==> src/rtl/mix_ram.sv <==
`timescale 1ns/1ps

module mix_ram #(
    parameter int BITS    = 16,
    parameter int DEPTH_W = 7
) (
    input  logic               ck,
    input  logic               we,
    input  logic [DEPTH_W-1:0] waddr,
    input  logic [BITS-1:0]    wdata,
    input  logic [DEPTH_W-1:0] raddr,
    output logic [BITS-1:0]    rdata
);

    logic [BITS-1:0] mem [2**DEPTH_W];

    always_ff @(posedge ck) begin
        if (we) begin
            mem[waddr] <= wdata;
        end
    end

    // Registered read, old word on a same-address write
    always_ff @(posedge ck) begin
        rdata <= mem[raddr];
    end

endmodule

==> config.mk <==
export PLATFORM = sky130hd
export DESIGN_NAME = mix_ram
export DESIGN_NICKNAME = d
export VERILOG_FILES = /design/src/rtl/mix_ram.sv
export SDC_FILE = /design/constraint.sdc
export NUM_CORES = 2
export LEC_CHECK = 0
export ABC_AREA = 1
export BUFFER_PORTS_ARGS = -buffer_cell sky130_fd_sc_hd__buf_4
export CORE_MARGIN = 1
export CORE_UTILIZATION = 50
export DETAILED_ROUTE_END_ITERATION = 8
export PLACE_DENSITY = 0.65
export SLEW_MARGIN = 25
export SYNTH_ARGS = -nofsm -noshare
export SYNTH_HDL_FRONTEND = slang
export SYNTH_SLANG_ARGS = --single-unit
==> constraint.sdc <==
create_clock -name ck -period 2.6 [get_ports ck]
set_input_delay 0 -clock ck [delete_from_list [all_inputs] [get_ports ck]]
set_output_delay 0 -clock ck [all_outputs]
set_load 0.01 [all_outputs]
* Word level (Yosys, flattened, before mapping)
Memories as Yosys holds them, arrays and structs flattened. A register that Yosys moved wholly into a read port is not among the register bits.
Index checks and enable logic that the tools add are counted.
** Word-level totals
- Bits in registers :: 0
- RAM bits :: 2048
- Input port bits :: 32
- Logic and storage cells :: 3
- Memories :: 1
** Cells by class
- Mux-type cells :: 2
** Memories
- mem :: depth 128, bits a word 16, rd ports 1, clocked after Yosys merged registers in 1, write ports 1, RTL line 15 : logic [BITS-1:0] mem [2**DEPTH_W];
** Operators by type and width (count)
- 2-to-1 mux 1 bit :: 2

* Longest topological paths before layout
- Word-level depth :: 2
- Mapped depth :: 13

* Least setup slack after synthesis
OpenSTA, ideal clock, no wires.
- Path type :: input-to-reg
- Start point :: input port we
- End point :: memory mem[105][0], enable pin
- Library setup time :: 388 ps
- Arrival :: 1316 ps
- Slack :: 895 ps
- Cell stages on the path :: 4
- Buffers on the path :: 2
- Cell sequence :: clkbuf_1 > nand2_1 > clkbuf_1 > nor2_1
** On the way
- Word-level cells in the longest chain between the ends :: 2
** RTL lines
- start, declared :: RTL line 8 : input logic we,
- 2-to-1 mux 1 bit :: RTL line 18 : if (we) begin
- 2-to-1 mux 1 bit (not written as such) :: RTL line 19 : mem[waddr] <= wdata;
- end, declared :: RTL line 15
Every way passes these cells.

==> run metrics <==
Crit path max-delay family=buffers and inverters; most common cell after layout, fill and taps aside=nand2_1; Ys Warns=0; Final period util=96.34%; synthesis-to-layout area growth=13.18%; sequential cell area=61820 um2; io pins=48; core area=164600 um2; Post-CTS Setup Inserts=0; slowest cell on the critical path=dlygate4sd3_1; Mapped Cells=6793; Post-Route WL=231300 um; htree depth=4; post-synthesis sequential area ratio=74.64%; number of global-route vias before repair=51.63k; power per cell area=736.7 nW/um2; GR Overflow Total=0; Rel. slew slack=25.92%; Hold Slack=0.09290 ns; worst path bufs/invs=6; setup TNS=0 ns; chip height=409.0 um; number of max-cap violations=0; nets=6997; CP Capture Type=register; Wirelength per Cell=24.81 um; RSZ-0062 raised after global routing=false; Num CTS Buffers=204; CP max FO=61; Lkg Pwr=32.97 nW; IO buf count=47; switching share of power=23.00%; crit start category=input port; CP startpoint=raddr[0]; Critical Setup Path Class=input port to register; largest net degree at the start of global routing=129; Worst path most repeated cell=nand3_1; area leader, netlist=edfxtp_1; CTS sink count=2064; Antenna Violating Nets Remaining=0; die width=409.0 um; total track usage=27.32%; VDD IR-drop max=0.0007487 V; first-pass GRT wire length=339300 um; Worst EP required=3.37 ns; CP Cell Sequence=dlygate4sd3_1, buf_8, inv_16, buf_12, buf_12, nand2_1, nand3_1, nand3_1, nand3_1, nand3_1, nand3_1, nand3_1, dlygate4sd3_1, nand2_1; Internal=53.18 mW; CP arrival=3.27 ns; Worst Hold Class=input port to register; post-route clock skew=0.04493 ns; floorplan row count=149; max incr delay on CP=0.58 ns; area of the multi-input gates=18510 um2; Detailed Routing Iterations Pass 1=8; CTS tree=yes; Slew Limit Fails=0; Post-route DRC=0; fmax=0.3992 GHz; CTS root buf=clkbuf_16; die area=167300 um2; hold path startpoint=raddr[1]; commonest non-fill, non-tap cells in the layout=nand2_1, edfxtp_1, nand3_1; Clk network pwr share=40.2%; DP Wirelength=130700 um; syn_nets=6825; critical register-to-register path startpoint=mem[119][8]; Yosys reg bits=2064; Vias=54.95k; Synth cell types=15; worst skew pair latency=0.85 ns; Clock Path Buffers=3; mean number of vias per cell=5.893; Initial Util=50.32%; worst slew pin tran=1.104 ns; Synth top area share=74.25%; Final GP Congestion=0.8579; initial antenna violation count=5; NetSw=15.88 mW; Mapped Avg Cell Area=12.19 um2; Final Hold Viols=0; Period minus WS final=2.505 ns; Reg power frac=53.3%; Filler Cell Count=13.07k; initial drt markers=7327; share of cells above drive strength 1=9.564%; status=completed; Area contributors post-synth=edfxtp_1, nand3_1, nand2_1; combinational share of power=6.5%; Final Setup Violations=0; Mapped Area=82830 um2; Clock Pin Slew Worst Setup and Hold Paths=0.06 ns
[synthesized netlist by cell type]
library cell	instances
buf_1	41
buf_2	251
buf_4	61
buf_6	22
buf_8	1
clkbuf_1	81
dfxtp_1	16
edfxtp_1	2048
inv_1	21
inv_2	2
inv_4	1
nand2_1	2087
nand3_1	2019
nor2_1	134
nor3_1	8
[registers in the layout, summed over array words and instances (netlist names)]
name / cells
rdata: 16
mem: 2048
[worst paths after layout]
kind / endpoint / slack (ns) / cells after the start
hold reg to reg: rdata[11] / 0.86 / 8
hold / removal: rdata[4] / 0.09 / 8
setup / recovery: rdata[8] / 0.1 / 14
setup reg to reg: rdata[8] / 0.42 / 9
[metrics by stage]
stage / total power [mW] / area, um2 / setup WS (ns) / instances / utilization [%]
final: 69.07 / 93750 / 0.09518 / 9325 / 56.95
after global routing: 70.89 / 93740 / 0.08156 / 9321 / 56.94
after CTS: 69.31 / 93730 / 0.2873 / 9320 / 56.94
after detailed placement: 41.92 / 87120 / 0.06361 / 8914 / 52.93
after global placement: 41.87 / 87120 / 0.02650 / 8914 / 52.93
after floorplan: 39.74 / 82830 / 0.8954 / 6793 / -
[logic make-up (layout without fill, tap and decap cells)]
kind of cell	count (synthesis)	in the layout	share of synthesized area (%)
simple gates	4248	4248	22.31
flops	2064	2064	74.64
buf+inv	481	819	3.051
other cells	0	5	0
[tightest hold or removal path, cell delays in order]
cell and delay (ns):
buf_8 0.15, nand3_1 0.11, nand3_1 0.11, nand3_1 0.11, nand3_1 0.09, nand3_1 0.15, nand3_1 0.09, nand2_1 0.07
[cell type report]
class | count | share of cell area (%)
sequential | 2064 | 65.94
multi-input combinational | 4248 | 19.74
clock buffer | 266 | 5.846
timing repair buffer | 423 | 4.561
tap | 2189 | 2.922
clock inverter | 106 | 0.8422
inverter | 24 | 0.1321
antenna | 5 | 0.01335
[layer usage]
layer / up-vias / global-route usage, % / part of all wire (%)
li1: 24610 / - / -
met1: 27060 / 39.09 / 40
met2: 2856 / 42.62 / 47
met3: 425 / 4.453 / 9.6
met4: 0 / 9.292 / 3.2
met5: - / 0 / 0
[what timing repair did]
action	4_1_cts	5_1_grt
endpoints found under the hold margin	2240	0
hold buffers	34	0
gates resized for setup	0	0
[power by group through the flow]
stage	logic, mW	registers [mW]	clock network (mW)
after floorplan	2.25	37.5	0
after global placement	4.35	37.5	0
after detailed placement	4.40	37.5	0
after CTS	4.46	36.8	28.0
after global routing	4.80	36.8	29.3
final	4.50	36.8	27.7
No activity file was read; power rests on OpenSTA's default activity.
