--- src/rtl/mix_isa_pkg.sv ---
package mix_isa_pkg;

    // Field widths of the fixed 32-bit instruction word
    localparam int OPC_W    = 7;
    localparam int CHAN_W   = 4;
    localparam int OFFSET_W = 5;
    localparam int SHIFT_W  = 3;
    localparam int GAIN_W   = 16;

    typedef enum logic [OPC_W-1:0] {
        OP_HALT    = 7'h00,
        // Accumulate
        OP_MAC     = 7'h40,
        // Clear, then accumulate
        OP_MAC_CLR = 7'h41,
        // Emit a window of the accumulator
        OP_OUT     = 7'h42
    } op_e;

    // Opcode kept raw so illegal codes reach the decoder intact
    // For OP_OUT the low bits of offset hold the shift
    typedef struct packed {
        logic [OPC_W-1:0]    opcode;
        logic [CHAN_W-1:0]   chan;
        logic [OFFSET_W-1:0] offset;
        logic [GAIN_W-1:0]   gain;
    } instr_t;

endpackage
--- src/rtl/mix_data_pkg.sv ---
package mix_data_pkg;

    import mix_isa_pkg::*;

    localparam int SAMPLE_W = 16;
    localparam int PROD_W   = 2 * SAMPLE_W;
    localparam int ACC_W    = 40;

    typedef logic signed [SAMPLE_W-1:0] sample_t;
    typedef logic signed [PROD_W-1:0]   prod_t;
    typedef logic signed [ACC_W-1:0]    acc_t;

    // Decode to execute
    typedef struct packed {
        logic                valid;
        op_e                 op;
        logic [CHAN_W-1:0]   chan;
        logic [OFFSET_W-1:0] offset;
        logic [GAIN_W-1:0]   gain;
    } dec_op_t;

    // Execute to result, acc is the value after this op
    typedef struct packed {
        logic               valid;
        op_e                op;
        logic [CHAN_W-1:0]  chan;
        logic [SHIFT_W-1:0] shift;
        acc_t               acc;
    } exe_op_t;

endpackage

--- src/rtl/mix_result.sv ---
`timescale 1ns/1ps

module mix_result (
    input  logic                           ck,
    input  logic                           rst,
    input  mix_data_pkg::exe_op_t          exe,
    output logic                           out_we,
    output logic [mix_isa_pkg::CHAN_W-1:0] out_chan,
    output mix_data_pkg::sample_t          out_sample
);

    import mix_isa_pkg::*;
    import mix_data_pkg::*;

    // Top shift code gives silence
    localparam logic [SHIFT_W-1:0] SHIFT_MUTE = '1;

    logic    emit;
    sample_t window;

    assign emit = exe.valid && exe.op == OP_OUT;

    // Window acc[4s+15:4s]
    always_comb begin
        if (exe.shift == SHIFT_MUTE) begin
            window = '0;
        end else begin
            window = exe.acc[4*exe.shift +: SAMPLE_W];
        end
    end

    always_ff @(posedge ck) begin
        if (!rst) begin
            out_we <= 1'b0;
        end else begin
            out_we <= emit;
        end
    end

    always_ff @(posedge ck) begin
        if (emit) begin
            out_chan   <= exe.chan;
            out_sample <= window;
        end
    end

    a_out_known: assert property (
        @(posedge ck) disable iff (!rst)
        !$isunknown(out_we) && (!out_we || !$isunknown({out_chan, out_sample}))
    );

endmodule

--- config.mk ---
export PLATFORM = sky130hd
export DESIGN_NAME = mix_result
export DESIGN_NICKNAME = d
export VERILOG_FILES = /design/src/rtl/mix_isa_pkg.sv /design/src/rtl/mix_data_pkg.sv /design/src/rtl/mix_result.sv
export SDC_FILE = /design/constraint.sdc
export NUM_CORES = 1
export LEC_CHECK = 0
export ABC_AREA = 1
export BUFFER_PORTS_ARGS = -buffer_cell sky130_fd_sc_hd__buf_2
export CORE_UTILIZATION = 44
export CTS_BUF_LIST = sky130_fd_sc_hd__clkbuf_8
export DETAILED_ROUTE_END_ITERATION = 6
export PLACE_DENSITY = 0.81
export REMOVE_ABC_BUFFERS = 1
export SYNTH_ARGS = -nofsm -noshare
export SYNTH_HDL_FRONTEND = slang
export SYNTH_SLANG_ARGS = --single-unit
--- constraint.sdc ---
create_clock -name ck -period 1.5 [get_ports ck]
set_clock_uncertainty 0.15 [all_clocks]
set_input_delay 0 -clock ck [delete_from_list [all_inputs] [get_ports ck]]
set_output_delay 0 -clock ck [all_outputs]
set_load 0.02 [all_outputs]
# Word level (Yosys, flattened, before mapping)
# Cells that the tools add are included.
[classes] shifts=1 n_mux=0 n_eq_ne=2 order_cmp=0 n_mul=0 n_div=0 reduce_logical=1 n_bitwise=0 add_sub_neg=0
[ops] op="$shiftx A40 B6 Y16" n=1
[ops] op="$eq A7 B7 Y1 const B" n=1
[ops] op="$eq A3 B3 Y1 const B" n=1
[ops] op="$logic_and A1 B1 Y1" n=1
[word_totals] mem_bits_rw=0 n_memories=0 reg_bits=21 output_inout_bits=21 romBits=0 latch_bits=0 elab_cells=7 inputBits=57

# Longest topological paths before layout
# Gate-level depths: netlist (run 1).
[depth] depth_word=2 depth_mapped=8 mapped_depth_nobuf=7

# Worst setup path after synthesis (run 1)
# Ideal clock, no wire load.
[synth_path] kind="in2reg" from="input exe[52] (netlist bit)" to="register out_chan[0] (netlist bit) (enable)" stages=3 path_slack_ns=-0.100 n_path_buf=0 arrival_time_ns=1.053 t_required_ns=0.953 setup_ns=0.397 path_cell_list="nor2_1 nand3_1 nor2_1"
[synth_between] elab_chain_cells=2
[synth_rtl] item="start, declared" line="mix_result.sv:6" text="input mix_data_pkg::exe_op_t exe,"
[synth_rtl] item="$eq A7 B7 Y1" line="mix_result.sv:21" text="assign emit = exe.valid && exe.op == OP_OUT;"
[synth_rtl] item="$logic_and A1 B1 Y1" line="mix_result.sv:21"
[synth_rtl] item="named net emit" line="mix_result.sv:18" text="logic emit;"
[synth_rtl] item="end signal, assigned" line="mix_result.sv:42" text="out_chan <= exe.chan;"
[synth_rtl] item="end, declared" line="mix_result.sv:8" text="output logic [mix_isa_pkg::CHAN_W-1:0] out_chan,"
# The timed path passes the listed nets, and every way through them passes these cells.
# A chain may end at the register's enable or synchronous reset.

# Worst setup path in the final report (run 1)
[layout_path] from="input rst" to="register out_we"
[layout_lines] item="start, declared" line="mix_result.sv:5" text="input logic rst,"
[layout_lines] item="end signal, assigned" line="mix_result.sv:36" text="out_we <= emit;"
[layout_lines] item="end, declared" line="mix_result.sv:7" text="output logic out_we,"
# No word-level cell between the ends.

==> impl_metrics.csv, run 1 <==
group,metric,value,unit
global_routing,grt_pass1_wl,7090,um
synth,synth_top_family_by_area,"simple AND/OR/NAND/NOR gates",
cts,cts_buffers,3,
setup_path,critPathKind,"in -> reg",
cts,clkTransAtPathRegs,0.07,ns
global_routing,antenna_found_initial,0,
placement,dp_hpwl,3290,um
detailed_routing,drt_iter0_markers,61,
synth,syn_area_per_cell,6.71,um^2
die,row_count,22,
synth,synthMuxAreaShare,0,
power_and_ir_drop,ir_drop,260,uV
detailed_routing,ant_nets,0,
synth,netlist.area_leader.share,0.346,
job,drv_cap,0,
cts,clock_path_buffers,2,
synth,synth_compound_area_frac,0.0951,
die,coreArea,3720,um^2
cts,cts_tree,"built",
synth,synth_area,1740,um^2
synth,syn-instance-count,259,
synth,async_flop_share,0,
finish,fin_nets,398,
sta,hold_viol,0,
synth,synthAdderAreaFrac,0,
synth,synth_edf_count,20,
placement,io_buffers,77,
sta,rsz0062_at_grt,"no",
sta,fin_setup_tns,0,ns
detailed_routing,totalWireLength,4170,um
status,status,"finished clean",
cts,cts_setup_buffers,0,
synth,synth-seq-cells,21,
synth,yosysWarnings,0,
sta,worst_slack,0.171,ns
synth,synth.most_common_cell,"nand2_1",
synth,synthSimpleGateAreaFrac,0.436,
setup_path,cp-endpoint,"out_we$_SDFF_PN0_",
sta,finalSetupViolations,0,
finish,post-route-cell-area,2260,um^2
power_and_ir_drop,power_density,624,nW/um^2
cts,htree_levels,1,
sta,max_freq,752,MHz
sta,maxSlewViolCount,0,
synth,synth_commonest_cells,"nand2_1, nand3_1, edfxtp_1",
die,ios,78,
synth,synth_largest_area_cell,"edfxtp_1",
power_and_ir_drop,leakage,1.14,nW
setup_path,critPathLaunchType,"input pin",
setup_path,crit_start,"rst",
placement,dp_slack,0.258,ns
die,initial_core_util,0.467,
setup_path,slowest_delay,0.55,ns
synth,synth_ff_type,"edfxtp_1",
die,fp.dieW,64.8,um
detailed_routing,first_pass_iters,4,
synth,ys_seq_area_frac,0.357,
global_routing,grt_pass1_vias,1690,
global_routing,grt_remaining_overflow,0,
setup_path,cpMaxStageDelayCell,"dlygate4sd3_1",
cts,root_buffer,"clkbuf_8",
sta,whs,0.0646,ns
setup_path,worstPathArrival,1.32,ns
placement,placed_area,2150,um^2
finish,diodes,0,
finish,fin_util,0.608,
setup_path,critical-path-top-delay-family,"buffers and inverters",
setup_path,crit_chain,"dlygate4sd3_1 > buf_2 > nor3b_1 > dlygate4sd3_1",
die,die_y,64.8,um
finish,synthToLayoutAreaGrowth,30.1,%
detailed_routing,drc_errors,0,
synth,synthDistinctLibCells,21,
sta,slew_headroom,0.820,
setup_path,crit_fanout,1,
detailed_routing,vias,1868,
global_routing,grt_use_total,0.215,
setup_path,end_kind,"flip-flop",
sta,period_share,0.886,
die,dieArea,4200,um^2
setup_path,path_buf_inv,3,
setup_path,cp_common_cell,"dlygate4sd3_1",
synth,synth_xor_xnor_area_share,0,
setup_path,cp.required,1.49,ns
placement,gp_congestion,0.936,
sta,tightest_slew,0.269,ns
synth,synth_area_leaders,"edfxtp_1, nand2_1, nand3_1, a21oi_2, buf_6",
global_routing,grt_max_degree,22,
worst_hold_path,hp-class,"in -> reg",
setup_path,path_depth,4,
detailed_routing,vias_per_cell,4.81,
cts,clock_sinks,21,
detailed_routing,post_drt_wl_per_cell,10.7,um
sta,period_needed,1.33,ns
finish,layout-drive-gt1-share,0.312,
-- cell type report --
| cell class | instances | area, um^2 |
|---|---|---|
| Fill cell | 343 | 1460 |
| Multi-Input combinational cell | 204 | 922 |
| Sequential cell | 21 | 621 |
| Timing Repair Buffer | 92 | 538 |
| Inverter | 19 | 73.8 |
| Tap cell | 48 | 60.1 |
| Clock buffer | 3 | 41.3 |
| Clock inverter | 1 | 3.75 |
-- state kept, by name (all words and copies together), names as in the netlist --
register / flops
out_we: 1
out_sample: 16
out_chan: 4
-- kinds of logic (layout without fill, tap and decap cells) --
kind of cell	Yosys count	after routing
buffers and inverters	34	115
flip-flops	21	21
AO/OA/AOI/OAI	25	25
AND/OR/NAND/NOR	179	179
-- worst min-delay path by stage --
stage                  from                           end  slack, ns  depth (start not counted)
floorplan           exe[43]         out_chan[0]$_DFFE_PP_      -0.05                          0
global placement    exe[46]         out_chan[3]$_DFFE_PP_       0.03                          1
detailed placement  exe[43]         out_chan[0]$_DFFE_PP_       0.04                          1
CTS                 exe[42]  out_sample[15]$_SDFFCE_PN0P_       0.05                          2
global route        exe[42]  out_sample[15]$_SDFFCE_PN0P_       0.06                          2
finish              exe[42]  out_sample[15]$_SDFFCE_PN0P_       0.06                          2
-- per-layer routing --
layer  vias to the layer above  wire, um  GRT usage
met3                         9       259     0.0176
met2                        69      1880      0.370
met1                       786      1950      0.278
met4                         0        78     0.0778
met5                         -         0          0
li1                       1004         -          -
-- placed cells by master (no fill, tap or decap), types with 5 or more instances in the layout --
cell type / instances
a21oi_1: 8
a21oi_2: 10
buf_2: 77
buf_4: 7
dlygate4sd3_1: 6
edfxtp_1: 20
inv_1: 16
nand2_1: 124
nand3_1: 43
nor2_1: 5
-- power by group --
group / internal, mW / switching [mW]
Clock: 0.182 / 0.158
Combinational: 0.181 / 0.236
Sequential: 0.652 / 0.000417
Total: 1.02 / 0.395
-- timing repair --
| action | 4_1_cts | 5_1_grt |
|---|---|---|
| hold endpoints to repair | 5 | 0 |
| gates resized for setup | 0 | 0 |
| hold buffers | 6 | 0 |
-- through the flow --
| stage | total power [mW] | instances |
|---|---|---|
| after CTS | 1.42 | 388 |
| final | 1.41 | 388 |
| after global placement | 1.07 | 378 |
| after global routing | 1.49 | 388 |
| after floorplan | 0.890 | 244 |
| after detailed placement | 1.07 | 378 |
(Power assumes the default switching activity.)
==> run 2: changes to the inputs <==
CORE_UTILIZATION = 26   (was 44)
PLACE_DENSITY = 0.54   (was 0.81)
==> run 2 against run 1 <==
Effect of this change:
- hold slack worse by 0.043 ns
- cell count is 6.7% higher
- count of clock-buffer cells in the layout is the same
- sequential power about the same
- critical endpoint unchanged
- largest cell class unchanged
==> impl_metrics.csv, run 2 (synthesized netlist as in run 1, its figures left out) <==
group,metric,value,unit
setup_path,cpMaxStageDelayCell,"dlygate4sd3_1",
setup_path,slowest_delay,0.55,ns
placement,dp_hpwl,3670,um
die,fp.dieW,83.7,um
sta,rsz0062_at_grt,"no",
cts,clock_sinks,21,
status,status,"finished clean",
cts,cts_tree,"built",
setup_path,critPathLaunchType,"input pin",
detailed_routing,ant_nets,0,
finish,layout-drive-gt1-share,0.306,
global_routing,grt_pass1_vias,1612,
detailed_routing,vias,1851,
finish,layout_common_cells,"nand2_1, buf_2, nand3_1, edfxtp_1, inv_1",
power_and_ir_drop,power_density,622,nW/um^2
sta,period_needed,1.31,ns
sta,finalSetupViolations,0,
cts,htree_levels,1,
die,ios,78,
finish,fin_nets,395,
sta,tightest_slew,0.292,ns
sta,maxSlewViolCount,0,
detailed_routing,drc_errors,0,
setup_path,crit_chain,"dlygate4sd3_1 > buf_2 > nor3b_1 > dlygate4sd3_1",
sta,slew_headroom,0.805,
die,row_count,29,
setup_path,cp.required,1.50,ns
cts,cts_buffers,3,
power_and_ir_drop,ir_drop,313,uV
finish,synthToLayoutAreaGrowth,31.6,%
setup_path,critical-path-top-delay-family,"buffers and inverters",
job,drv_cap,0,
finish,largest-register,"out_sample",
die,dieArea,7010,um^2
cts,clock_path_buffers,2,
placement,gp_congestion,0.822,
detailed_routing,post_drt_wl_per_cell,11.5,um
detailed_routing,first_pass_iters,4,
setup_path,worstPathArrival,1.31,ns
global_routing,grt_use_total,0.135,
global_routing,grt_max_degree,38,
die,initial_core_util,0.272,
finish,mostFrequentLayoutCell,"nand2_1",
cts,clkTransAtPathRegs,0.07,ns
power_and_ir_drop,finalPower,1.42,mW
placement,io_buffers,77,
setup_path,path_buf_inv,3,
finish,largest_reg_flops,16,
die,coreArea,6390,um^2
global_routing,grt_pass1_wl,7670,um
setup_path,critPathKind,"in -> reg",
global_routing,antenna_found_initial,0,
sta,hold_viol,0,
placement,dp_slack,0.250,ns
sta,max_freq,761,MHz
worst_hold_path,hp-class,"in -> reg",
cts,cts_setup_buffers,0,
cts,root_buffer,"clkbuf_8",
finish,fillers,743,
setup_path,crit_fanout,1,
sta,worst_slack,0.187,ns
detailed_routing,totalWireLength,4750,um
die,die_y,83.7,um
finish,largestRegisters,"out_sample: 16 flops, out_chan: 4 flops, out_we: 1 flops",
global_routing,grt_remaining_overflow,0,
detailed_routing,vias_per_cell,4.47,
detailed_routing,drt_iter0_markers,111,
sta,period_share,0.876,
setup_path,cp_common_cell,"dlygate4sd3_1",
setup_path,end_kind,"flip-flop",
finish,diodes,0,
power_and_ir_drop,leakage,1.13,nW
[run 2: cell count changes in the layout (fill, tap and decap cells not counted), sizes merged]
| cell | previous run | this run |
|---|---|---|
| buf | 86 | 83 |
[run 2: worst paths after layout]
path  startpoint  slack, ns                            to  depth (start not counted)
max          rst       0.19             out_we$_SDFF_PN0_                          4
min      exe[42]       0.02  out_sample[15]$_SDFFCE_PN0P_                          2
[run 2: where the power goes]
part	internal, mW	switching [mW]
combinational	0.176	0.234
sequential	0.652	0.000531
clock	0.182	0.176
[run 2: per-layer routing]
metal	part of all wire	wire [um]	GRT usage
met5	0	0	0
met4	0.0080	38	0.0370
met3	0.067	319	0.0237
met2	0.45	2120	0.212
met1	0.48	2270	0.191
[run 2: repair_timing]
| action | 4_1_cts | 5_1_grt |
|---|---|---|
| gates resized for setup | 0 | 0 |
| endpoints found under the hold margin | 5 | 0 |
| hold buffers | 6 | 0 |
[run 2: per-stage QoR]
step                      area (um^2)  TNS [ns]  instances  utilization  hold WS (ns)
after floorplan                  1620     -1.99        244            -       -0.0511
after global placement           2180         0        404        0.341        0.0280
after detailed placement         2180         0        404        0.341        0.0316
after CTS                        2290         0        414        0.358        0.0197
after global routing             2290         0        414        0.358        0.0507
final                            2290         0        414        0.358        0.0215
[run 2: layout make-up]
cell class | count | area, um^2 | area share
clock inverter | 1 | 3.75 | 0.00164
timing repair buffer | 89 | 528 | 0.231
clock buffer | 3 | 41.3 | 0.0181
multi-input combinational | 204 | 922 | 0.403
tap | 77 | 96.3 | 0.0421
sequential | 21 | 621 | 0.271
inverter | 19 | 73.8 | 0.0323
==> run 3: changes to the inputs <==
CORE_UTILIZATION = 44   (was 26)
PLACE_DENSITY = 0.78   (was 0.54)
RECOVER_POWER = 50   (was not set)
==> run 3 against run 2 <==
Effect of this change:
- sequential power about the same
- wire length fell by 7.7%
- sequential share of layout area increased by 0.92 points
- count of clock-buffer cells in the layout unchanged
- critical path depth unchanged
- worst setup slack worse by 0.0079 ns
- flip-flop and latch count did not move
- utilization rose by 24 points
- final area decreased by 3.3%
- hold slack got worse by 0.0042 ns
- critical path type unchanged
==> impl_metrics.csv, run 3 (synthesized netlist as in run 1, its figures left out) <==
group,metric,value,unit
global_routing,grt_pass1_vias,1557,
sta,maxSlewViolCount,0,
finish,fin_util,0.595,
sta,fin_setup_tns,0,ns
detailed_routing,post_drt_wl_per_cell,11.3,um
sta,hold_viol,0,
setup_path,end_kind,"flip-flop",
setup_path,cp.required,1.49,ns
setup_path,critical-path-top-delay-family,"buffers and inverters",
worst_hold_path,hold_end,"out_sample[13]$_SDFFCE_PN0P_",
detailed_routing,drt_iter0_markers,107,
finish,largestRegisters,"out_sample: 16 flops, out_chan: 4 flops, out_we: 1 flops",
worst_hold_path,hp-class,"in -> reg",
worst_hold_path,worst_hold_startpoint,"exe[42]",
die,dieArea,4200,um^2
global_routing,grt_pass1_wl,6990,um
sta,period_needed,1.32,ns
global_routing,grt_max_degree,24,
setup_path,path_buf_inv,3,
cts,cts_buffers,3,
die,die_y,64.8,um
global_routing,antenna_found_initial,0,
setup_path,cp_common_cell,"dlygate4sd3_1",
status,status,"finished clean",
power_and_ir_drop,ir_drop,308,uV
die,coreArea,3720,um^2
finish,diodes,0,
detailed_routing,vias,1855,
setup_path,worstPathArrival,1.31,ns
power_and_ir_drop,power_density,637,nW/um^2
die,row_count,22,
die,ios,78,
placement,io_buffers,77,
setup_path,slowest_delay,0.55,ns
finish,mostFrequentLayoutCell,"nand2_1",
global_routing,grt_remaining_overflow,0,
detailed_routing,first_pass_iters,4,
global_routing,grt_use_total,0.218,
cts,htree_levels,1,
sta,slew_headroom,0.617,
job,drv_cap,0,
cts,clock_path_buffers,2,
finish,largest-register,"out_sample",
detailed_routing,vias_per_cell,4.79,
finish,fin_nets,397,
finish,largest_reg_flops,16,
detailed_routing,totalWireLength,4380,um
setup_path,critPathKind,"in -> reg",
power_and_ir_drop,leakage,1.08,nW
sta,period_share,0.881,
cts,clkTransAtPathRegs,0.07,ns
cts,clock_sinks,21,
finish,layout_common_cells,"nand2_1, buf_2, nand3_1, clkbuf_1, edfxtp_1",
setup_path,critPathLaunchType,"input pin",
worst_hold_path,min_path_cells,2,
placement,gp_congestion,0.876,
placement,dp_hpwl,3390,um
sta,finalSetupViolations,0,
cts,cts_tree,"built",
die,initial_core_util,0.467,
detailed_routing,ant_nets,0,
setup_path,cpMaxStageDelayCell,"dlygate4sd3_1",
setup_path,crit_chain,"dlygate4sd3_1 > buf_2 > nor3b_1 > dlygate4sd3_1",
finish,layout-drive-gt1-share,0.248,
detailed_routing,drc_errors,0,
sta,max_freq,757,MHz
setup_path,crit_fanout,1,
cts,root_buffer,"clkbuf_8",
finish,synthToLayoutAreaGrowth,27.3,%
sta,rsz0062_at_grt,"no",
die,fp.dieW,64.8,um
sta,tightest_slew,0.573,ns
run 3: cell type report:
type	count	area (um^2)
fill	392	1510
inverter	19	73.8
tap	48	60.1
clock buffer	3	41.3
clock inverter	1	3.75
timing repair buffer	91	489
sequential	21	621
multi-input combinational	204	922
run 3: what timing repair did:
item | 4_1_cts | 5_1_grt
resized for setup | 0 | 0
hold endpoints to repair | 5 | 0
buffers inserted | 0 | 0
hold buffers | 6 | 0
run 3: routing by layer:
| metal | share of wire | track usage |
|---|---|---|
| met2 | 0.47 | 0.359 |
| met5 | 0 | 0 |
| met3 | 0.076 | 0.0264 |
| met1 | 0.44 | 0.297 |
| met4 | 0.0066 | 0.0611 |
run 3: worst max-delay path by stage:
stage	startpoint	end	slack, ns	cells after the start
after floorplan	exe[52]	out_chan[0]$_DFFE_PP_	-0.1	3
after global placement	exe[41]	out_sample[4]$_SDFFCE_PN0P_	0.17	5
after detailed placement	exe[41]	out_sample[5]$_SDFFCE_PN0P_	0.13	5
after CTS	rst	out_we$_SDFF_PN0_	0.19	4
after global routing	rst	out_we$_SDFF_PN0_	0.13	4
final	rst	out_we$_SDFF_PN0_	0.18	4
run 3: power by group:
part / total, mW / switching, mW / leakage, nW / internal [mW]
Combinational: 0.411 / 0.236 / 0.876 / 0.175
Sequential: 0.653 / 0.000552 / 0.179 / 0.652
Clock: 0.345 / 0.163 / 0.0269 / 0.182
run 3: through the flow:
step                instance area (um^2)  hold slack [ns]  setup slack (ns)  total power, mW  cells
global route                        2210           0.0310             0.133             1.49    387
floorplan                           1620          -0.0511           -0.0997            0.890    244
global placement                    2130           0.0280             0.169             1.06    377
detailed placement                  2130           0.0311             0.126             1.07    377
finish                              2210           0.0173             0.179             1.41    387
CTS                                 2240           0.0154             0.188             1.41    387
