--- src/rtl/mix_isa_pkg.sv ---
package mix_isa_pkg;

    // Field widths of the fixed 32-bit instruction word
    localparam int OPC_W    = 7;
    localparam int CHAN_W   = 4;
    localparam int OFFSET_W = 5;
    localparam int SHIFT_W  = 3;
    localparam int GAIN_W   = 16;

    typedef enum logic [OPC_W-1:0] {
        OP_HALT    = 7'h00,
        // Accumulate
        OP_MAC     = 7'h40,
        // Clear, then accumulate
        OP_MAC_CLR = 7'h41,
        // Emit a window of the accumulator
        OP_OUT     = 7'h42
    } op_e;

    // Opcode kept raw so illegal codes reach the decoder intact
    // For OP_OUT the low bits of offset hold the shift
    typedef struct packed {
        logic [OPC_W-1:0]    opcode;
        logic [CHAN_W-1:0]   chan;
        logic [OFFSET_W-1:0] offset;
        logic [GAIN_W-1:0]   gain;
    } instr_t;

endpackage
--- src/rtl/mix_data_pkg.sv ---
package mix_data_pkg;

    import mix_isa_pkg::*;

    localparam int SAMPLE_W = 16;
    localparam int PROD_W   = 2 * SAMPLE_W;
    localparam int ACC_W    = 40;

    typedef logic signed [SAMPLE_W-1:0] sample_t;
    typedef logic signed [PROD_W-1:0]   prod_t;
    typedef logic signed [ACC_W-1:0]    acc_t;

    // Decode to execute
    typedef struct packed {
        logic                valid;
        op_e                 op;
        logic [CHAN_W-1:0]   chan;
        logic [OFFSET_W-1:0] offset;
        logic [GAIN_W-1:0]   gain;
    } dec_op_t;

    // Execute to result, acc is the value after this op
    typedef struct packed {
        logic               valid;
        op_e                op;
        logic [CHAN_W-1:0]  chan;
        logic [SHIFT_W-1:0] shift;
        acc_t               acc;
    } exe_op_t;

endpackage

--- src/rtl/mix_decode.sv ---
`timescale 1ns/1ps

module mix_decode #(
    parameter int CODE_W = 6
) (
    input  logic                  ck,
    input  logic                  rst,
    input  logic                  start,
    output logic [CODE_W-1:0]     code_raddr,
    input  mix_isa_pkg::instr_t   code_rdata,
    output mix_data_pkg::dec_op_t dec,
    output logic                  done,
    output logic                  error
);

    import mix_isa_pkg::*;
    import mix_data_pkg::*;

    typedef enum logic [1:0] {
        IDLE,
        RUN,
        DRAIN
    } state_e;

    // Stop seen at h+1, done at h+6 once the last op has left result
    localparam logic [2:0] DRAIN_LAST = 3'd3;

    state_e            state;
    logic [CODE_W-1:0] pc;
    logic              fetch_vld;
    logic [2:0]        drain_cnt;
    logic              err_pend;
    logic              is_exec;
    logic              illegal;
    logic              stop;

    assign code_raddr = pc;

    always_comb begin
        is_exec = 1'b0;
        illegal = 1'b0;
        case (code_rdata.opcode)
            OP_MAC, OP_MAC_CLR, OP_OUT: is_exec = 1'b1;
            OP_HALT: is_exec = 1'b0;
            default: illegal = 1'b1;
        endcase
    end

    // Halt or illegal word just fetched
    assign stop = fetch_vld && !is_exec;

    always_ff @(posedge ck) begin
        if (!rst) begin
            state     <= IDLE;
            pc        <= '0;
            fetch_vld <= 1'b0;
            drain_cnt <= '0;
            err_pend  <= 1'b0;
            done      <= 1'b0;
            error     <= 1'b0;
        end else begin
            case (state)
                IDLE: begin
                    // pc is 0 here, so word 0 is already being read
                    if (start) begin
                        state     <= RUN;
                        pc        <= pc + 1'b1;
                        fetch_vld <= 1'b1;
                        err_pend  <= 1'b0;
                        done      <= 1'b0;
                        error     <= 1'b0;
                    end
                end
                RUN: begin
                    if (stop) begin
                        state     <= DRAIN;
                        fetch_vld <= 1'b0;
                        err_pend  <= illegal;
                        drain_cnt <= '0;
                    end else begin
                        pc <= pc + 1'b1;
                    end
                end
                default: begin
                    if (drain_cnt == DRAIN_LAST) begin
                        state <= IDLE;
                        pc    <= '0;
                        done  <= 1'b1;
                        error <= err_pend;
                    end else begin
                        drain_cnt <= drain_cnt + 1'b1;
                    end
                end
            endcase
        end
    end

    always_ff @(posedge ck) begin
        if (!rst) begin
            dec <= '0;
        end else begin
            dec.valid  <= fetch_vld && is_exec;
            dec.op     <= op_e'(code_rdata.opcode);
            dec.chan   <= code_rdata.chan;
            dec.offset <= code_rdata.offset;
            dec.gain   <= code_rdata.gain;
        end
    end

    a_idle_no_valid: assert property (
        @(posedge ck) disable iff (!rst) state == IDLE |-> !dec.valid
    );

    // Done comes five cycles after the stop word and flags it if illegal
    a_error_with_done: assert property (
        @(posedge ck) disable iff (!rst)
        $rose(done) |-> error == $past(stop && illegal, 5)
    );

endmodule

--- config.mk ---
export PLATFORM = sky130hd
export DESIGN_NAME = mix_decode
export DESIGN_NICKNAME = d
export VERILOG_FILES = /design/src/rtl/mix_isa_pkg.sv /design/src/rtl/mix_data_pkg.sv /design/src/rtl/mix_decode.sv
export SDC_FILE = /design/constraint.sdc
export NUM_CORES = 1
export LEC_CHECK = 0
export BUFFER_PORTS_ARGS = -buffer_cell sky130_fd_sc_hd__buf_2
export CORE_MARGIN = 2
export CORE_UTILIZATION = 30
export CTS_CLUSTER_DIAMETER = 200
export DETAILED_ROUTE_END_ITERATION = 10
export GPL_TIMING_DRIVEN = 0
export SLEW_MARGIN = 25
export SYNTH_ARGS = -nofsm -noshare
export SYNTH_HDL_FRONTEND = slang
export SYNTH_SLANG_ARGS = --single-unit
--- constraint.sdc ---
create_clock -name ck -period 4.1 [get_ports ck]
set_input_delay 0.82 -clock ck [delete_from_list [all_inputs] [get_ports ck]]
set_output_delay 0.82 -clock ck [all_outputs]
set_load 0.02 [all_outputs]
; After elaboration in Yosys (flattened, before gate mapping)
; Cells that the tools add are included.
; W data, S select, Z words.
[word_totals]
regBits = 48
inputBits = 35
out_inout_bits = 41
wordCells = 63
[classes]
addsub = 2
eq_ne = 9
mux = 23
bitwise_logic = 2
n_reduce_logical = 15
[ops]
columns = cell, n
row1 = $eq A7 B7 Y1 const B, 3
row2 = $mux W6, 3
row3 = $reduce_and A3 Y1, 5
row4 = $pmux W6 S2, 1
row5 = $mux W1, 8
row6 = $pmux W1 S2, 4
row7 = $logic_not A7 Y1, 1
row8 = $add A6 B1 Y6 const B, 1
row9 = $mux W2, 3
row10 = $mux W3, 2
row11 = $ne A2 B2 Y1 const B, 3
row12 = $pmux W3 S2, 1
row13 = $pmux W2 S2, 1
row14 = $reduce_bool A2 Y1, 2
row15 = $reduce_or A4 Y1, 1
row16 = $add A3 B1 Y3 const B, 1
row17 = $eq A3 B2 Y1 const B, 1
row18 = $reduce_bool A3 Y1, 1
row19 = $reduce_or A3 Y1, 1
row20 = $eq A2 B1 Y1 const B, 1
row21 = $logic_and A1 B1 Y1, 2
row22 = $logic_not A2 Y1, 1
row23 = $ne A2 B1 Y1 const B, 1
row24 = $not A1 Y1, 2
row25 = $logic_not A1 Y1, 1

; Logic depth before layout (Yosys ltp)
; Gate-level depths: netlist of run 1.
[depth]
ltp_word = 7
depth_mapped = 7
depth_no_buf = 6

; Worst setup path before layout of run 1
; Ideal clock, no wire load.
[synth_timing]
kind = input -> register
startpoint = input code_rdata[28] (netlist name)
endpoint = register pc[4] (netlist: code_raddr[4])
setup_time_ns = 0.070
t_arrival_ns = 1.836
slack_ns = 2.195
path_stages = 4
n_path_buf = 0
path_cell_list = nor4_4 > a31oi_1 > or4_1 > a21oi_1
[synth_between]
elab_chain_cells = 7
elab_cells_between_ends = 9
classes_between = 4 x eq/ne / 1 x mux / 4 x reduce/logical
[synth_lines]
columns = item, line_no
row1 = start: declaration, mix_decode.sv:10  ; input mix_isa_pkg::instr_t code_rdata,
row2 = $eq A7 B7 Y1, mix_decode.sv:42  ; case (code_rdata.opcode)
row3 = $reduce_or A3 Y1 (*), --
row4 = $mux W1 (*), mix_decode.sv:42
row5 = $logic_not A1 Y1 (*), mix_decode.sv:50  ; assign stop = fetch_vld && !is_exec;
row6 = $logic_and A1 B1 Y1 (*), mix_decode.sv:50
row7 = $ne A2 B2 Y1 (no source line) (*), --
row8 = $reduce_and A3 Y1 (no source line) (*), --
row9 = end signal: assignment, mix_decode.sv:67  ; pc <= pc + 1'b1;
row10 = end signal: assignment, mix_decode.sv:81  ; pc <= pc + 1'b1;
row11 = end: declaration, mix_decode.sv:29  ; logic [CODE_W-1:0] pc;
; Mark *: on every way between the ends. The rest lies on a longest branch, timed or not.
; A chain may end at the register's enable or synchronous reset.

; Worst setup path after layout of run 1
; Same ends and word-level chain as after synthesis.

==> summary.log, run 1 <==
INFO  status         status=complete, no violations
INFO  place          placement.io_buffers=75
INFO  yosys          postSynthRegisterBits=48
INFO  critical_path  cp_num_cells=5
INFO  cells_and_area post-route-util=0.407
INFO  critical_path  type_of_the_setup_path_with_the_least_slack=input pin to flop
INFO  yosys          cell_with_the_most_instances_after_synthesis=sky130_fd_sc_hd__dfxtp_1
INFO  clocking       ctsHtreeMaxLevel=2
INFO  global_route   grt_start_max_net_pins=14
INFO  sta            timing.slew.headroom=0.597
INFO  yosys          postSynth.asyncResetShare=0
INFO  cells_and_area finish.cell_count_without_fillers=319
INFO  global_route   groute.usage.overall=0.113
INFO  critical_path  crit_chain=buf_2, nor4_4, a31oi_1, or4_1, a21oi_1
INFO  routing        drt-vias-per-instance=4.29
INFO  sta            final_hold_viol_count=0
INFO  sta            report.final.setup_viol=0
INFO  critical_path  cp_data_required_time=4.33ns
INFO  sta            finalMaxSlewViolations=0
INFO  cells_and_area synth_to_layout_area_growth=32.2%
INFO  cells_and_area insertedDiodeCount=0
INFO  die            initial_utilization=0.308
INFO  global_route   gr-total-overflow=0
INFO  die            die_y=78.9um
INFO  clocking       clock_latency=0.29ns
INFO  die            fp.dieArea=6230um^2
INFO  cells_and_area final_layout_size_suffix_gt1_frac=0.364
INFO  yosys          syn_area=1680um^2
INFO  yosys          netlist.top_cell.by_area=sky130_fd_sc_hd__dfxtp_1
INFO  die            placeable_area=5470um^2
INFO  critical_path  regToRegSetupSlack=2.29ns
INFO  global_route   via_count_of_the_first_global_routing_pass=1280
INFO  clocking       tritoncts=built
INFO  die            die_w=78.9um
INFO  yosys          synthesis.instances=165
INFO  routing        detail_route.wirelength=3390um
INFO  power          p_leak=1.08nW
INFO  critical_path  max_incr_delay_on_cp=0.48ns
INFO  clocking       ctsRootBufferMaster=sky130_fd_sc_hd__clkbuf_8
INFO  yosys          synth_edf_count=0
INFO  routing        vias_after_detailed_routing=1367
INFO  yosys          ys.warnings.count=0
INFO  cells_and_area design.final.nets=285
INFO  sta            fin_setup_tns=0ns
INFO  clocking       cts.sinks=48
INFO  clocking       max-clock-path-buffers=2
INFO  global_route   grt_first_pass_wirelength=5520um
INFO  place          place_hpwl=2550um
INFO  clocking       cts_setup_buffers=0
INFO  critical_path  critical_path.max_fanout=4
INFO  critical_path  cp-start-kind=input pin
INFO  routing        detailed_router_iteration_count_before_antenna_repair=4
INFO  power          worst_ir_drop_vdd=0.205mV
INFO  clocking       postCtsResizedCells=0
INFO  yosys          post-synth-top-area-fraction=0.571
INFO  clocking       hold_buffers=0
INFO  min_path       worst_min_delay_path_category=flop to flop
INFO  critical_path  cp-startpoint=code_rdata[28]
INFO  die            std_cell_rows=27
INFO  sta            final_cycle_utilization_of_the_critical_path=0.449
INFO  sta            worst_pin_slew=0.604ns
INFO  yosys          syn-mean-instance-area=10.2um^2
INFO  yosys          yosys_most_used_dff=sky130_fd_sc_hd__dfxtp_1
INFO  power          total_power=0.875mW
INFO  critical_path  end_kind=flop
INFO  yosys          synth_nets=203
INFO  sta            clock.fmax=0.543GHz
INFO  power          pwr_dens=393nW/um^2
INFO  routing        drt_iter0_drc=46
INFO  yosys          post_synth_main_area_contributors=sky130_fd_sc_hd__dfxtp_1, sky130_fd_sc_hd__and2_1, sky130_fd_sc_hd__nand2_1
INFO  critical_path  r2r-end=code_raddr[4]
INFO  critical_path  rr_worst_depth=6
INFO  routing        routedWlPerCell=10.6um
INFO  yosys          synth.cells.most_frequent=sky130_fd_sc_hd__dfxtp_1, sky130_fd_sc_hd__and2_1, sky130_fd_sc_hd__nand2_1
INFO  critical_path  regToRegStartpoint=drain_cnt[0]
INFO  routing        remaining_drc_errors=0
INFO  flow_run       max_cap_violation_count=0
INFO  critical_path  worst_setup_path_endpoint=code_raddr[4]
INFO  critical_path  critical-path-slowest-cell=sky130_fd_sc_hd__or4_1
INFO  sta            layout_min_cycle_time=1.84ns
INFO  sta            worst_clock_skew=0.00242ns
INFO  place          globalplace.congestion=0.713
INFO  clocking       cts_inserted_buffers=5
INFO  critical_path  cp_data_arrival_time=2.07ns
INFO  sta            whs=0.466ns
INFO  sta            unrepaired_setup_endpoints_after_global_routing=no
INFO  yosys          synth_cell_types=34
INFO  yosys          yosysSeqAreaShare=0.571
INFO  global_route   antenna_found_initial=0
INFO  die            floorplan.io_pins=76
INFO  routing        antenna_left=0
INFO  clocking       worst_setup_hold_path_clk_slew=0.08ns
INFO  critical_path  critical_path_buf_inv_count=1
INFO  critical_path  cpLargestDelayFamily=simple AND/OR/NAND/NOR gates
INFO  place          placed_cells=312
==> cells in the final DEF (no fill, tap or decap), types with 3 or more instances in the layout <==
| master | n |
|---|---|
| sky130_fd_sc_hd__a21boi_0 | 3 |
| sky130_fd_sc_hd__a21oi_1 | 4 |
| sky130_fd_sc_hd__and2_1 | 32 |
| sky130_fd_sc_hd__buf_2 | 76 |
| sky130_fd_sc_hd__clkbuf_1 | 6 |
| sky130_fd_sc_hd__clkbuf_8 | 5 |
| sky130_fd_sc_hd__dfxtp_1 | 48 |
| sky130_fd_sc_hd__ha_1 | 3 |
| sky130_fd_sc_hd__mux2i_1 | 3 |
| sky130_fd_sc_hd__nand2_1 | 17 |
| sky130_fd_sc_hd__nand2b_1 | 5 |
| sky130_fd_sc_hd__nand3b_1 | 3 |
| sky130_fd_sc_hd__nor2_1 | 4 |
| sky130_fd_sc_hd__o21ai_0 | 9 |
==> flip-flops by register name, indices dropped and copies added, names as in the netlist <==
register	cells
code_raddr	6
dec	33
done	1
drain_cnt	3
err_pend	1
error	1
fetch_vld	1
state	2
==> power by group <==
group | internal, mW | switching (mW)
combinational | 0.0475 | 0.0640
clock | 0.116 | 0.147
sequential | 0.489 | 0.0104
total | 0.653 | 0.222
==> worst min-delay path by stage <==
| stage | start | end | slack (ns) | cells after the start |
|---|---|---|---|---|
| 4_1_cts | drain_cnt[2] | drain_cnt[2] | 0.47 | 2 |
| 3_3_place_gp | drain_cnt[2] | drain_cnt[2] | 0.45 | 2 |
| 5_1_grt | drain_cnt[1] | drain_cnt[1] | 0.50 | 2 |
| 3_5_place_dp | code_raddr[5] | code_raddr[5] | 0.46 | 2 |
| 2_1_floorplan | drain_cnt[2] | drain_cnt[2] | 0.44 | 2 |
| 6_report | drain_cnt[2] | drain_cnt[2] | 0.47 | 2 |
==> cell families after synthesis <==
logic type,after synthesis,synth area share
adders and majority gates,3,0.0223
DFF,48,0.571
muxes,4,0.0245
AOI/OAI and AO/OA,24,0.0892
and+or+nand+nor,77,0.268
buffers and inverters,9,0.0253
==> through the flow <==
step	setup WS [ns]	instance area, um^2
2_1_floorplan	2.19	1680
3_3_place_gp	1.96	2150
3_5_place_dp	1.95	2150
4_1_cts	2.27	2230
5_1_grt	2.12	2230
6_report	2.26	2230
==> layout make-up <==
class                           count  area [um^2]
Clock inverter                      1         5.00
Inverter                            2         7.51
Fill cell                         574         3250
Timing Repair Buffer               75          375
Sequential cell                    48          961
Multi-Input combinational cell    108          681
Clock buffer                        6         72.6
Buffer                              7         35.0
Tap cell                           72         90.1
==> worst reg2reg max path, delay by kind of cell, from the launching register on <==
kind	cells	cell delay, ns
buffers and inverters	1	0.17
DFF	1	0.35
adders and majority gates	2	0.39
and+or+nand+nor	2	0.70
AOI/OAI and AO/OA	1	0.14
==> layer usage <==
metal,up-vias,part of all wire,routed length (um),track usage
li1,710,-,-,-
met1,599,0.46,1550,0.141
met2,54,0.44,1500,0.177
met3,4,0.086,292,0.0432
met4,0,0.015,51,0.0414
met5,-,0,0,0
Note: power is estimated with default switching activity, not from simulation.
==> inputs of run 2 (changes only) <==
==> constraint.sdc (replaced) <==
create_clock -name ck -period 1.9 [get_ports ck]
set_input_delay 0.38 -clock ck [delete_from_list [all_inputs] [get_ports ck]]
set_output_delay 0.38 -clock ck [all_outputs]
set_load 0.02 [all_outputs]
==> run 2 against run 1 <==
Effect of this change:
- setup slack worse by 2.1 ns
- sequential share of layout area is 0.24 points lower
- clock-buffer cell count did not move
- hold slack worse by 0.18 ns
- cell count unchanged
- first-iteration DRC count increased by 17%
==> summary.log, run 2 (synthesis results as in run 1) <==
INFO  place          detailed_place.area=2150um^2
INFO  power          total_power=1.88mW
INFO  die            floorplan.io_pins=76
INFO  routing        drt_iter0_drc=54
INFO  clocking       tritoncts=built
INFO  sta            finalWorstSetupSlack=0.144ns
INFO  cells_and_area post_route_cell_area=2240um^2
INFO  power          p_leak=1.08nW
INFO  critical_path  critical_path.max_fanout=9
INFO  place          globalplace.congestion=0.713
INFO  sta            clock.fmax=0.569GHz
INFO  critical_path  cp-startpoint=drain_cnt[0]
INFO  global_route   via_count_of_the_first_global_routing_pass=1280
INFO  global_route   grt_start_max_net_pins=14
INFO  place          place_hpwl=2550um
INFO  die            placeable_area=5470um^2
INFO  die            initial_utilization=0.308
INFO  clocking       cts_inserted_buffers=5
INFO  routing        detail_route.wirelength=3380um
INFO  die            fp.dieArea=6230um^2
INFO  clocking       worst_setup_hold_path_clk_slew=0.08ns
INFO  die            die_w=78.9um
INFO  clocking       cts.sinks=48
INFO  sta            final_cycle_utilization_of_the_critical_path=0.924
INFO  routing        routedWlPerCell=10.6um
INFO  routing        antenna_left=0
INFO  critical_path  end_kind=flop
INFO  sta            timing.slew.headroom=0.597
INFO  clocking       hold_buffers=0
INFO  critical_path  cp_data_required_time=2.13ns
INFO  place          placement.io_buffers=75
INFO  power          worst_ir_drop_vdd=0.443mV
INFO  clocking       cts_setup_buffers=0
INFO  cells_and_area insertedDiodeCount=0
INFO  critical_path  cp-start-kind=flop
INFO  cells_and_area synth_to_layout_area_growth=33.0%
INFO  clocking       clock_latency=0.29ns
INFO  min_path       worst_min_delay_path_category=input pin to flop
INFO  sta            report.final.setup_viol=0
INFO  min_path       min_from=code_rdata[7]
INFO  routing        detailed_router_iteration_count_before_antenna_repair=4
INFO  global_route   groute.usage.overall=0.113
INFO  global_route   grt_first_pass_wirelength=5520um
INFO  sta            layout_min_cycle_time=1.76ns
INFO  cells_and_area largest_register_ff_count=33
INFO  cells_and_area layout.cells.most_common=sky130_fd_sc_hd__buf_2
INFO  critical_path  regToRegSetupSlack=0.14ns
INFO  sta            worst_clock_skew=0.00339ns
INFO  global_route   gr-total-overflow=0
INFO  sta            whs=0.285ns
INFO  cells_and_area design.final.nets=285
INFO  critical_path  regToRegStartpoint=drain_cnt[0]
INFO  place          pre_cts_ws=0.0741ns
INFO  cells_and_area layout_common_cells=sky130_fd_sc_hd__buf_2, sky130_fd_sc_hd__dfxtp_1, sky130_fd_sc_hd__and2_1
INFO  clocking       max-clock-path-buffers=2
INFO  clocking       postCtsResizedCells=0
INFO  power          pwr_dens=841nW/um^2
INFO  sta            fin_setup_tns=0ns
INFO  routing        vias_after_detailed_routing=1377
INFO  die            std_cell_rows=27
INFO  critical_path  cp_data_arrival_time=1.98ns
INFO  place          placed_cells=312
INFO  status         status=complete, no violations
INFO  sta            finalMaxSlewViolations=0
INFO  cells_and_area most_flop_heavy_register=dec
INFO  cells_and_area final_layout_size_suffix_gt1_frac=0.368
INFO  clocking       ctsHtreeMaxLevel=2
INFO  flow_run       max_cap_violation_count=0
INFO  die            die_y=78.9um
INFO  critical_path  type_of_the_setup_path_with_the_least_slack=flop to flop
INFO  global_route   antenna_found_initial=0
INFO  clocking       ctsRootBufferMaster=sky130_fd_sc_hd__clkbuf_8
INFO  routing        remaining_drc_errors=0
INFO  cells_and_area finish.cell_count_without_fillers=319
INFO  sta            worst_pin_slew=0.603ns
INFO  cells_and_area post-route-util=0.409
INFO  sta            final_hold_viol_count=0
INFO  routing        drt-vias-per-instance=4.32
-- run 2: changes by cell type in the layout (fill, tap and decap cells not counted) --
cell and change:
sky130_fd_sc_hd__ha_4 +1, sky130_fd_sc_hd__ha_1 -1
-- run 2: layout make-up --
class / instances / area (um^2)
Fill cell: 575 / 3230
Sequential cell: 48 / 961
Multi-Input combinational cell: 108 / 693
Timing Repair Buffer: 75 / 375
Tap cell: 72 / 90.1
Clock buffer: 6 / 72.6
Buffer: 7 / 35.0
Inverter: 2 / 7.51
Clock inverter: 1 / 5.00
-- run 2: power by group --
group	switching (mW)	internal, mW	total [mW]	leakage (nW)
registers	0.0224	1.06	1.08	0.397
clock network	0.314	0.251	0.565	0.0410
logic	0.138	0.103	0.241	0.646
-- run 2: worst paths after layout --
check | cells after the start | end
worst max-delay path | 6 | code_raddr[4]
worst max register to register | 6 | code_raddr[4]
worst min register to register | 2 | drain_cnt[2]
worst min-delay path | 2 | dec[7]
-- run 2: worst max-delay path, cell delays in order (launching register included) --
cell	delay, ns
sky130_fd_sc_hd__dfxtp_1	0.35
sky130_fd_sc_hd__ha_1	0.20
sky130_fd_sc_hd__ha_4	0.17
sky130_fd_sc_hd__and2b_1	0.17
sky130_fd_sc_hd__buf_2	0.17
sky130_fd_sc_hd__or4_1	0.50
sky130_fd_sc_hd__a21oi_1	0.14
-- run 2: per-layer routing --
metal	GRT usage	part of all wire
met1	0.141	0.45
met4	0.0414	0.015
met3	0.0432	0.089
met2	0.177	0.45
met5	0	0
